==> config.mk <==
export PLATFORM = sky130hd
export DESIGN_NAME = ula_port
export DESIGN_NICKNAME = d
export VERILOG_FILES = /design/src/design/ula_pkg.sv /design/src/design/ula_port.sv
export SDC_FILE = /design/constraint.sdc
export NUM_CORES = 1
export LEC_CHECK = 0
export BUFFER_PORTS_ARGS = -buffer_cell sky130_fd_sc_hd__buf_2
export CORE_AREA = 2 2 39 41
export CTS_BUF_LIST = sky130_fd_sc_hd__clkbuf_4
export DETAILED_ROUTE_END_ITERATION = 12
export DIE_AREA = 0 0 41 43
export GPL_TIMING_DRIVEN = 0
export HOLD_SLACK_MARGIN = 0.06
export SYNTH_ARGS = -nofsm -noshare
export SYNTH_HDL_FRONTEND = slang
export SYNTH_SLANG_ARGS = --single-unit
==> constraint.sdc <==
create_clock -name clk_cpu -period 1 [get_ports clk_cpu]
set_clock_uncertainty 0.15 [all_clocks]
set_input_delay 0.1 -clock clk_cpu [delete_from_list [all_inputs] [get_ports clk_cpu]]
set_output_delay 0.1 -clock clk_cpu [all_outputs]
set_load 0.01 [all_outputs]
==> src/design/ula_pkg.sv <==
// ULA shared definitions
// Bus widths, raster geometry, colour and keyboard types
package ula_pkg;

    //~~~~~~~~~~~~~~~~~~~~~~~~~~~~~~~~~~~~~~~~~~~~~~~~~~~~~~~~~~~~~~~~~~~~~~~~~~
    // Data widths
    //~~~~~~~~~~~~~~~~~~~~~~~~~~~~~~~~~~~~~~~~~~~~~~~~~~~~~~~~~~~~~~~~~~~~~~~~~~
    typedef logic [12:0] vram_addr_t;   // Byte address into 8 KB video RAM
    typedef logic [7:0]  byte_t;        // CPU and RAM data byte
    typedef logic [2:0]  colour_t;      // G R B
    typedef logic [3:0]  pixel_t;       // Bright above colour
    typedef logic [5:0]  key_code_t;    // Row * 5 + column
    typedef logic [4:0]  key_row_t;     // Active low, 0 = pressed

    //~~~~~~~~~~~~~~~~~~~~~~~~~~~~~~~~~~~~~~~~~~~~~~~~~~~~~~~~~~~~~~~~~~~~~~~~~~
    // Raster geometry, one pixel per clock
    //~~~~~~~~~~~~~~~~~~~~~~~~~~~~~~~~~~~~~~~~~~~~~~~~~~~~~~~~~~~~~~~~~~~~~~~~~~
    localparam logic [8:0] LINE_CLOCKS = 9'd448;  // Clocks per line
    localparam logic [8:0] FRAME_LINES = 9'd312;  // Lines per frame
    localparam logic [8:0] DISP_W      = 9'd256;  // Display width in pixels
    localparam logic [8:0] DISP_H      = 9'd192;  // Display height in lines

    // Sync positions
    localparam logic [8:0] HSYNC_START = 9'd304;
    localparam logic [8:0] HSYNC_END   = 9'd336;  // First column after hs
    localparam logic [8:0] VSYNC_LINE  = 9'd248;  // vs spans 4 lines from here

    // Frame interrupt width in clocks
    localparam logic [5:0] INT_CLOCKS  = 6'd32;

    // Attribute area follows the 6 KB bitmap
    localparam vram_addr_t ATTR_BASE   = 13'h1800;

    // Fetch column to display column
    localparam logic [8:0] PIXEL_LAG   = 9'd8;

    //~~~~~~~~~~~~~~~~~~~~~~~~~~~~~~~~~~~~~~~~~~~~~~~~~~~~~~~~~~~~~~~~~~~~~~~~~~
    // Video fetch sequence
    //~~~~~~~~~~~~~~~~~~~~~~~~~~~~~~~~~~~~~~~~~~~~~~~~~~~~~~~~~~~~~~~~~~~~~~~~~~
    // State names which byte shows on fetch_data in this cycle
    typedef enum logic [1:0] {
        IDLE,                           // Nothing returning
        BITMAP,                         // Bitmap byte on fetch_data
        ATTR                            // Attribute byte on fetch_data
    } vfetch_state_t;

endpackage

==> src/design/ula_port.sv <==
// ULA I/O port FE
// Latches border, EAR and MIC on writes, builds the read byte
`timescale 1ns/1ps

module ula_port import ula_pkg::*; (
    input  logic      clk_cpu,
    input  logic      reset,
    input  logic [15:0] A,            // CPU address, A[0] low selects the ULA
    input  byte_t     D,              // CPU write data
    input  logic      io_we,          // One-cycle I/O write strobe
    input  logic      ear_in,         // Tape input bit
    input  key_row_t  key_row,        // Selected keyboard columns
    output colour_t   border,
    output logic      ear_out,
    output logic      mic_out,
    output byte_t     ula_data        // I/O read data
);

    logic port_sel;
    assign port_sel = ~A[0];          // Even ports only

    // Output latch
    always_ff @(posedge clk_cpu) begin
        if (reset) begin
            border  <= '0;
            ear_out <= 1'b0;
            mic_out <= 1'b0;
        end else if (io_we && port_sel) begin
            border  <= D[2:0];
            mic_out <= D[3];
            ear_out <= D[4];          // Speaker
        end
    end

    // Bits 7 and 5 float high, bit 6 is EAR in
    assign ula_data = port_sel ? {1'b1, ear_in, 1'b1, key_row} : 8'hFF;

endmodule

* Word-level counts from Yosys, hierarchy flattened
Cells that the tools add are included.
Word-level totals: bits in registers 5, bits in latches 0, bits in writable memories 0, output and inout bits 13, bits in read-only memories 0, word-level logic and storage cells 6, input port bits 33, memories kept 0
Operators by class: reductions and logical operators 1, shifts and indexed selects 0, bitwise logic cells 1, equality and inequality tests 0, $lt $le $gt $ge 0, multiplexer cells 1, add/subtract/negate cells 0, multipliers 0, divide/modulo/power cells 0
Operators by type and width (number):
- 7-bit 2-to-1 mux | 1
- 1-bit logical AND | 1
- 1-bit inverter | 1

* Longest topological paths before layout
Gate-level depths: netlist of the first run.
depth after elaboration 2, depth in mapped cells 3, depth with buffers taken out 2

* Worst setup path after synthesis of the first run
OpenSTA, ideal clock, no wires.
path type register to register, start point register border[0] (netlist name), end point register border[0], cell stages (with the launch flop) 3, setup slack 0.275 ns, period minus slack after synthesis 0.725 ns, arrival time 0.506 ns, required time 0.781 ns, setup time 0.069 ns, path buffers 0, path through dfxtp_1 -> nand2b_1 -> o21ai_1
RTL lines:
- end signal: assignment | RTL line ula_port.sv:29 | border <= D[2:0];
- end: declaration | RTL line ula_port.sv:13 | output colour_t border,

* Worst setup path in the final report of the first run
start point input A[0], end point output ula_data[2]
On the way: longest elaborated chain between the ends 1
RTL lines:
- start: declaration | RTL line ula_port.sv:8 | input logic [15:0] A,
- 7-bit 2-to-1 mux | RTL line ula_port.sv:36 | assign ula_data = port_sel ? {1'b1, ear_in, 1'b1, key_row} : 8'hFF;
- end: declaration | RTL line ula_port.sv:16 | output byte_t ula_data
Every way passes these cells.

==> flow_summary.yaml, run 1 <==
status:
  run_status: "completed"
timing:
  finalCriticalPeriod_ns: 0.947
  fin_setup_tns_ns: 0
  final.hold.worst_slack_ns: 0.0355
  fmax_mhz: 1060
  unrepaired_setup_endpoints_after_global_routing: "no"
  finalCritPeriodShare: 0.947
  final-hold-violation-count: 0
  finalSetupViolCount: 0
  final-max-slew-violation-count: 0
clock_network:
  clk_pin_slew_ns: 0.04
  clock_root_cell: "sky130_fd_sc_hd__clkbuf_4"
  htreeDepth: 1
  cts-buffers-inserted: 3
  cts.path.max_buffers: 2
  cts.repair_timing.setup_buffer_count: 0
  post_cts_resize_count: 0
  tritoncts_clock_tree: "yes"
  clock_sink_count: 5
  clock_latency_ns: 0.23
  post_cts_hold_buffer_count: 5
placement:
  place_congestion: 0.585
  hpwl_um: 575
  cell_area_reported_after_detailed_placement_um2: 443
  numPortBuffers: 25
drt:
  firstDrtPassIters: 4
  drc: 0
  vias: 333
  ant_nets: 0
  wl_um: 749
  routed_via_density: 4.06
  average_wire_per_standard_cell_um: 9.13
  dr.first_iter.drc_count: 4
yosys:
  post_synth_num_cell_types: 9
  yosysWarningCount: 0
  synth.ff_latch_count: 5
  post_synth_inst_count: 31
  seq_area_frac_synth: 0.340
  synth.largest_area_cell: "sky130_fd_sc_hd__dfxtp_1"
  mappedNetlistArea_um2: 294
  yosysTopAreaCellShare: 0.340
  postSynthAreaPerCell_um2: 9.48
  synth.top_cells.by_area: "sky130_fd_sc_hd__dfxtp_1, sky130_fd_sc_hd__nand4bb_1, sky130_fd_sc_hd__or2_1"
hold_path:
  hold_end: "mic_out$_SDFFE_PP0P_"
  hold_start: "A[0]"
  worst_hold_path_type: "input port to flop"
  min_delay_path_depth: 3
die:
  floorplan.core_area_mm2: 0.00138
  ioPinCount: 46
  floorplan.initialDensity: 0.212
  die_area_mm2: 0.00176
  die_y_um: 43
  core.rowCount: 14
  die-width_um: 41
power:
  leakage_dissipation_nw: 0.245
  vdd.ir_drop.worst_uv: 422
  power_per_cell_area_mw_per_mm2: 1140
critical_path:
  startpoint_type: "input port"
  worst-setup-path-type: "input port to output port"
  r2r_end: "border[1]$_SDFFE_PP0P_"
  worst_setup_path_end_kind: "output port"
  regToRegStartpoint: "border[1]$_SDFFE_PP0P_"
  regToRegSetupSlack_ns: 0.29
  critPathRequiredTime_ns: 0.75
  worstPathArrival_ns: 0.70
  reg2regPathDepth: 2
  critPathMaxFanout: 10
run:
  maxCapViolCount: 0
global_routing:
  grt_use_total: 0.0993
  grt_start_max_net_pins: 11
  grt_antenna_before_repair: 0
  grt_first_pass_wirelength_um: 1140
  grt_overflow: 0
  first_global_vias: 308
final_layout:
  diodes: 0
  finalNetCount: 100
  area_delta_synth_final_pct: 77.9
  post-route-cell-area_um2: 523
  share_of_final_layout_standard_cells_stronger_than_drive_strength_1: 0.500
==> where the power goes <==
group	switching [W]	internal, W
logic	0.0000537	0.0000784
clock network	0.0000727	0.000177
registers	0.00000435	0.000210
total	0.000131	0.000466
==> sequential cells by signal, indices dropped and copies added (netlist names) <==
name     count
border       3
ear_out      1
mic_out      1
==> routing by layer <==
metal	up-vias	track usage	wire, um
met5	-	0	0
met4	0	0.0800	0
met3	0	0.0471	97
met2	18	0.153	388
met1	143	0.0929	263
li1	172	-	-
==> metrics by stage <==
stage               setup WS, ns  power [W]   util  instances
detailed placement        0.0519   0.000336  0.320         73
global placement          0.0620   0.000334  0.320         73
floorplan                  0.275   0.000279      -         32
finish                    0.0530   0.000597  0.378         82
CTS                       0.0494   0.000609  0.378         82
global route             0.00657   0.000655  0.378         82
==> cells in the mapped netlist <==
cell type,n
sky130_fd_sc_hd__buf_6,1
sky130_fd_sc_hd__nand2b_1,5
sky130_fd_sc_hd__dfxtp_1,5
sky130_fd_sc_hd__buf_4,2
sky130_fd_sc_hd__o21ai_1,5
sky130_fd_sc_hd__nor2b_4,1
sky130_fd_sc_hd__conb_1,1
sky130_fd_sc_hd__or2_1,6
sky130_fd_sc_hd__nand4bb_1,5
==> cell families after synthesis <==
family | count (synthesis) | synth area share
and+or+nand+nor | 17 | 0.472
DFF | 5 | 0.340
AOI/OAI and AO/OA | 5 | 0.0851
other | 1 | 0.0128
buffers and inverters | 3 | 0.0893
==> worst max path at each step <==
stage,start,to,cells after the start
3_5_place_dp,A[0],ula_data[4],4
3_3_place_gp,A[0],ula_data[3],4
2_1_floorplan,border[0]$_SDFFE_PP0P_,border[0]$_SDFFE_PP0P_,2
6_report,A[0],ula_data[2],4
5_1_grt,mic_out$_SDFFE_PP0P_,mic_out,1
4_1_cts,border[1]$_SDFFE_PP0P_,border[1],1
==> final cells by class <==
type                       instances  area [um^2]
buffer                             3         26.3
clock buffer                       4         30.0
fill                             148          861
multi-input combinational         24          171
sequential                         5          100
tap                               16         20.0
timing repair buffer              30          175
==> critical path: stages <==
cell and delay (ns):
sky130_fd_sc_hd__buf_2 0.11, sky130_fd_sc_hd__buf_6 0.13, sky130_fd_sc_hd__or2_1 0.22, sky130_fd_sc_hd__buf_2 0.14
==> layout by cell type, fill, tap and decap left out, drive strengths merged <==
cell type    netlist  final
dfxtp              5      5
nand4bb            5      5
or2                6      6
o21ai              5      5
nand2b             5      5
conb               1      2
dlygate4sd3        0      5
nor2b              1      1
buf                3     28
clkbuf             0      4
Note: power is estimated with default switching activity, not from simulation.
==> run 2, diff against run 1 <==
- ABC_AREA: unset -> 1
==> run 2 against run 1 <==
Compared with the run above: first-iteration DRC count is 50% lower; synthesized area is 6.8% lower; count of clock-buffer cells in the layout stayed put; via count is 7.2% higher; combinational power is 11% higher; critical path depth is 2 higher; flip-flop and latch count stayed put; largest power group unchanged; clock power is 3% higher; worst hold slack better by 0.036 ns; global-route usage is 0.81 points higher.
==> flow_summary.yaml, run 2 <==
critical_path:
  worstPathArrival_ns: 0.94
  crit_path_max_incr_delay_ns: 0.53
  worst_setup_path_end_kind: "flop"
  critical_path_buf_inv_count: 3
  critPathMaxFanout: 1
  critPathRequiredTime_ns: 0.98
  path_delay_family: "buffers and inverters"
  crit_path_cell_trace: "dlygate4sd3_1, buf_2, inv_2, nand3_2, nand2_2, nor2_1"
  cpMaxStageDelayCell: "sky130_fd_sc_hd__dlygate4sd3_1"
  worst-setup-path-type: "input port to flop"
  startpoint_type: "input port"
placement:
  place_inst: 85
  dp_slack_ns: 0.0726
  place_congestion: 0.744
  hpwl_um: 571
  numPortBuffers: 25
global_routing:
  first_global_vias: 333
  grt_start_max_net_pins: 9
  grt_overflow: 0
  grt_first_pass_wirelength_um: 1190
  grt_use_total: 0.107
  grt_antenna_before_repair: 0
drt:
  average_wire_per_standard_cell_um: 7.29
  vias: 357
  wl_um: 685
  ant_nets: 0
  routed_via_density: 3.80
  dr.first_iter.drc_count: 2
  drc: 0
  firstDrtPassIters: 4
yosys:
  postSynthAreaPerCell_um2: 6.37
  yosys.cell_count.top_type: "sky130_fd_sc_hd__nor2_1"
  ys.flop_type: "sky130_fd_sc_hd__dfxtp_1"
  yosysTopAreaCellShare: 0.365
  synth.ff_latch_count: 5
  mappedNetlistArea_um2: 274
  post_synth_inst_count: 43
  count_of_flip_flops_with_a_built_in_enable_after_synthesis: 0
  synth.largest_area_cell: "sky130_fd_sc_hd__dfxtp_1"
  ys_async_sr_fraction: 0
  synth.top_cells.by_area: "sky130_fd_sc_hd__dfxtp_1, sky130_fd_sc_hd__nor2_1, sky130_fd_sc_hd__or2_2"
  yosysWarningCount: 0
  netlist_top_cells_count: "sky130_fd_sc_hd__nor2_1, sky130_fd_sc_hd__inv_1, sky130_fd_sc_hd__or2_2"
  seq_area_frac_synth: 0.365
  post_synth_num_cell_types: 10
final_layout:
  stdcell_count: 94
  top_register: "border"
  final_cell_mix: "sky130_fd_sc_hd__buf_2, sky130_fd_sc_hd__nor2_1, sky130_fd_sc_hd__or2_2, sky130_fd_sc_hd__dlygate4sd3_1, sky130_fd_sc_hd__dfxtp_1"
  finalNetCount: 112
  register_area_um2: 100
  share_of_final_layout_standard_cells_stronger_than_drive_strength_1: 0.551
  diodes: 0
  area_delta_synth_final_pct: 88.1
  fillCellCount: 155
  multi_input_comb_area_um2: 140
  layout_commonest_cell: "sky130_fd_sc_hd__buf_2"
  regs_by_ff_count: "border (3), ear_out (1), mic_out (1)"
  flip_flop_count_of_the_largest_register_all_copies_and_words_added: 3
status:
  run_status: "completed"
timing:
  final-max-slew-violation-count: 0
  finalCritPeriodShare: 0.959
  fmax_mhz: 1040
  finalCriticalPeriod_ns: 0.959
  unrepaired_setup_endpoints_after_global_routing: "no"
  final-hold-violation-count: 0
  timing.final.ws_setup_ns: 0.0415
  fin_setup_tns_ns: 0
  finalSetupViolCount: 0
run:
  maxCapViolCount: 0
die:
  die_y_um: 43
  ioPinCount: 46
  core.rowCount: 14
  die-width_um: 41
  floorplan.core_area_mm2: 0.00138
  floorplan.initialDensity: 0.198
  die_area_mm2: 0.00176
hold_path:
  worst_hold_path_type: "input port to flop"
clock_network:
  cts.path.max_buffers: 2
  clock_root_cell: "sky130_fd_sc_hd__clkbuf_4"
  cts.repair_timing.setup_buffer_count: 0
  clock_latency_ns: 0.24
  htreeDepth: 1
  clock_sink_count: 5
  tritoncts_clock_tree: "yes"
  clk_pin_slew_ns: 0.04
  cts-buffers-inserted: 3
power:
  power_per_cell_area_mw_per_mm2: 1210
  vdd.ir_drop.worst_uv: 346
  leakage_dissipation_nw: 0.291
[run 2: cell count changes in the layout (fill, tap and decap cells not counted), moves of 5 or more]
| cell | delta |
|---|---|
| sky130_fd_sc_hd__or2_1 | -6 |
| sky130_fd_sc_hd__or2_2 | +6 |
| sky130_fd_sc_hd__o21ai_1 | -5 |
| sky130_fd_sc_hd__nand2b_1 | -5 |
| sky130_fd_sc_hd__nor2_1 | +10 |
| sky130_fd_sc_hd__nand4bb_1 | -5 |
[run 2: path summary, 6_finish.rpt]
check,slack (ns),cells past startpoint,start,to
worst max-delay path,0.04,6,D[2],border[2]$_SDFFE_PP0P_
worst min register to register,0.32,2,border[2]$_SDFFE_PP0P_,border[2]$_SDFFE_PP0P_
worst max register to register,0.28,2,border[0]$_SDFFE_PP0P_,border[0]$_SDFFE_PP0P_
worst min-delay path,0.07,4,io_we,border[2]$_SDFFE_PP0P_
[run 2: cell type report]
| class | instances | share of cell area |
|---|---|---|
| timing repair buffer | 30 | 0.350 |
| sequential | 5 | 0.194 |
| buffer | 2 | 0.0291 |
| tap | 16 | 0.0388 |
| clock buffer | 4 | 0.0583 |
| inverter | 8 | 0.0583 |
| multi-input combinational | 29 | 0.272 |
[run 2: what timing repair did]
item / CTS / global route
resized for setup: 0 / 5
endpoints found under the hold margin: 5 / 0
endpoints found under the setup margin: 0 / 4
hold buffers: 6 / 0
[run 2: cells by family (layout without fill, tap and decap cells)]
kind of cell,after synthesis,in the layout,share of synthesized area
and+or+nand+nor,27,27,0.457
buffers and inverters,10,44,0.164
DFF,5,5,0.365
other,1,2,0.0137
[run 2: per-layer routing]
metal  part of all wire  GRT usage  up-vias  routed length (um)
met4                  0      0.120        0                   0
li1                   -          -      190                   -
met1               0.38      0.106      143                 261
met5                  0          0        -                   0
met3               0.13     0.0471        0                  92
met2               0.48      0.147       24                 330
[run 2: report_power, final]
group	switching (W)	internal, W	total [W]
Combinational	0.0000681	0.0000787	0.000147
Sequential	0.00000557	0.000214	0.000219
Clock	0.0000789	0.000178	0.000257
Total	0.000153	0.000470	0.000623
[run 2: metrics by stage]
stage	total power, W	hold WS, ns	utilization	cell area, um^2
3_5_place_dp	0.000351	0.255	0.306	423
4_1_cts	0.000633	0.0635	0.371	513
3_3_place_gp	0.000349	0.252	0.306	423
5_1_grt	0.000682	0.0878	0.373	515
6_report	0.000623	0.0713	0.373	515
2_1_floorplan	0.000290	0.136	-	278
[run 2: worst reg2reg max path, stage by stage, from the launching register on]
cell                      delay (ns)
sky130_fd_sc_hd__dfxtp_1        0.30
sky130_fd_sc_hd__nor2_1         0.11
sky130_fd_sc_hd__nor2_1         0.05
==> run 3, diff against run 2 <==
- REMOVE_ABC_BUFFERS: unset -> 1
- clock period: 1 -> 0.95 ns (I/O delays scaled with it)
==> run 3 against run 2 <==
Compared with the run above: the flow now finishes with violations (hold timing); combinational power is 14% lower; count of clock-buffer cells in the layout unchanged; worst hold slack lost 0.074 ns; wire length down 14%; flip-flop and latch count stayed put; total power shrank 0.89%; first-iteration DRC count unchanged; largest cell class is now multi-input combinational cells.
==> flow_summary.yaml, run 3 (same netlist as run 2, synthesis figures left out) <==
critical_path:
  crit_path_cell_trace: "buf_2, or2_2, buf_2"
  cpMaxStageDelayCell: "sky130_fd_sc_hd__or2_2"
  startpoint_type: "input port"
  worst-setup-path-type: "input port to output port"
  crit_path_max_incr_delay_ns: 0.30
  worstPathArrival_ns: 0.67
  path_delay_family: "simple AND/OR/NAND/NOR gates"
  critPathRequiredTime_ns: 0.70
  critical_path_buf_inv_count: 2
  path_common_cell: "sky130_fd_sc_hd__buf_2"
  worst_setup_path_end_kind: "output port"
  critPathMaxFanout: 8
drt:
  route.met2.wl_um: 236
  ant_nets: 0
  dr.first_iter.drc_count: 2
  vias: 323
  met3RoutedLength_um: 115
  top_layer_used: "met3"
  average_wire_per_standard_cell_um: 6.80
  firstDrtPassIters: 2
  wl_um: 592
  drc: 0
  route.layer.met1.wl_um: 240
  routed_via_density: 3.71
final_layout:
  top_register: "border"
  finalNetCount: 105
  layout_commonest_cell: "sky130_fd_sc_hd__buf_2"
  flip_flop_count_of_the_largest_register_all_copies_and_words_added: 3
  diodes: 0
  final_cell_mix: "sky130_fd_sc_hd__buf_2, sky130_fd_sc_hd__nor2_1, sky130_fd_sc_hd__inv_1"
  share_of_final_layout_standard_cells_stronger_than_drive_strength_1: 0.592
  finish.utilization: 0.321
  regs_by_ff_count: "border (3), ear_out (1), mic_out (1)"
  area_delta_synth_final_pct: 62.1
timing:
  final.hold.worst_slack_ns: -0.00263
  final-hold-violation-count: 1
  fmax_mhz: 1090
  final-max-slew-violation-count: 0
  finalSetupViolCount: 0
  finalCriticalPeriod_ns: 0.915
  finalCritPeriodShare: 0.964
  unrepaired_setup_endpoints_after_global_routing: "no"
  fin_setup_tns_ns: 0
clock_network:
  htreeDepth: 1
  cts-buffers-inserted: 3
  tritoncts_clock_tree: "yes"
  clock_root_cell: "sky130_fd_sc_hd__clkbuf_4"
  clk_pin_slew_ns: 0.04
  cts.repair_timing.setup_buffer_count: 0
  cts.path.max_buffers: 2
  clock_sink_count: 5
  clock_latency_ns: 0.23
global_routing:
  grt_first_pass_wirelength_um: 869
  first_global_vias: 225
  grt_start_max_net_pins: 9
  grt_antenna_before_repair: 0
  grt_overflow: 0
  grt_use_total: 0.0733
die:
  core.rowCount: 14
  ioPinCount: 46
  die_y_um: 43
  die_area_mm2: 0.00176
  floorplan.core_area_mm2: 0.00138
  floorplan.initialDensity: 0.198
  die-width_um: 41
power:
  p_total_w: 0.000617
  leakage_dissipation_nw: 0.265
  vdd.ir_drop.worst_uv: 446
  power_per_cell_area_mw_per_mm2: 1390
hold_path:
  worst_hold_path_type: "input port to flop"
placement:
  numPortBuffers: 25
  place_congestion: 0.757
  hpwl_um: 543
run:
  maxCapViolCount: 0
status:
  failing_checks: "hold timing"
  run_status: "finished, violations left"
-- run 3: cell count changes in the layout (fill, tap and decap cells not counted) --
cell,before,now
sky130_fd_sc_hd__nand3_2,1,0
sky130_fd_sc_hd__inv_1,4,7
sky130_fd_sc_hd__buf_2,24,25
sky130_fd_sc_hd__inv_2,4,1
sky130_fd_sc_hd__nand3_1,4,5
sky130_fd_sc_hd__nand2_1,4,5
sky130_fd_sc_hd__dfxtp_1,5,0
sky130_fd_sc_hd__dlygate4sd3_1,6,0
sky130_fd_sc_hd__nand2_2,1,0
sky130_fd_sc_hd__dfxtp_2,0,5
sky130_fd_sc_hd__buf_4,2,0
-- run 3: cell type report --
cell class,count,area (um^2)
timing repair buffer,25,125
inverter,8,30.0
tap,16,20.0
multi-input combinational,29,133
fill,156,940
sequential,5,106
clock buffer,4,30.0
-- run 3: per-layer routing --
metal  GRT usage  up-vias
met1      0.0932      119
met5           0        -
met4      0.0600        0
met2      0.0906       26
li1            -      178
met3      0.0314        0
-- run 3: worst register-to-register path, delay by kind of cell (launching register included) --
| kind | cells | cell delay (ns) |
|---|---|---|
| AND/OR/NAND/NOR | 2 | 0.15 |
| flip-flops | 1 | 0.31 |
-- run 3: final timing paths --
| kind | depth (start not counted) | slack, ns | end | from |
|---|---|---|---|---|
| worst max-delay path | 3 | 0.03 | ula_data[4] | A[0] |
| worst min-delay path | 4 | -0.003 | ear_out$_SDFFE_PP0P_ | reset |
| worst max register to register | 2 | 0.23 | ear_out$_SDFFE_PP0P_ | ear_out$_SDFFE_PP0P_ |
| worst min register to register | 2 | 0.31 | border[0]$_SDFFE_PP0P_ | border[0]$_SDFFE_PP0P_ |
-- run 3: report_power, final --
part	internal, W	switching (W)
logic	0.0000618	0.0000647
clock network	0.000186	0.0000711
registers	0.000228	0.00000559
total	0.000476	0.000141
-- run 3: through the flow --
stage                     cells  setup WS [ns]  instance area [um^2]  hold WS (ns)
after floorplan              42          0.231                   263         0.131
after global placement       83         0.0298                   408         0.243
after detailed placement     83         0.0281                   408         0.244
after CTS                    87         0.0173                   438      -0.00293
after global routing         87        0.00244                   444        0.0104
final                        87         0.0346                   444      -0.00263
-- run 3: what timing repair did --
item | in CTS | in global routing
gates resized for setup | 0 | 5
endpoints found under the hold margin | 5 | 5
endpoints found under the setup margin | 0 | 5
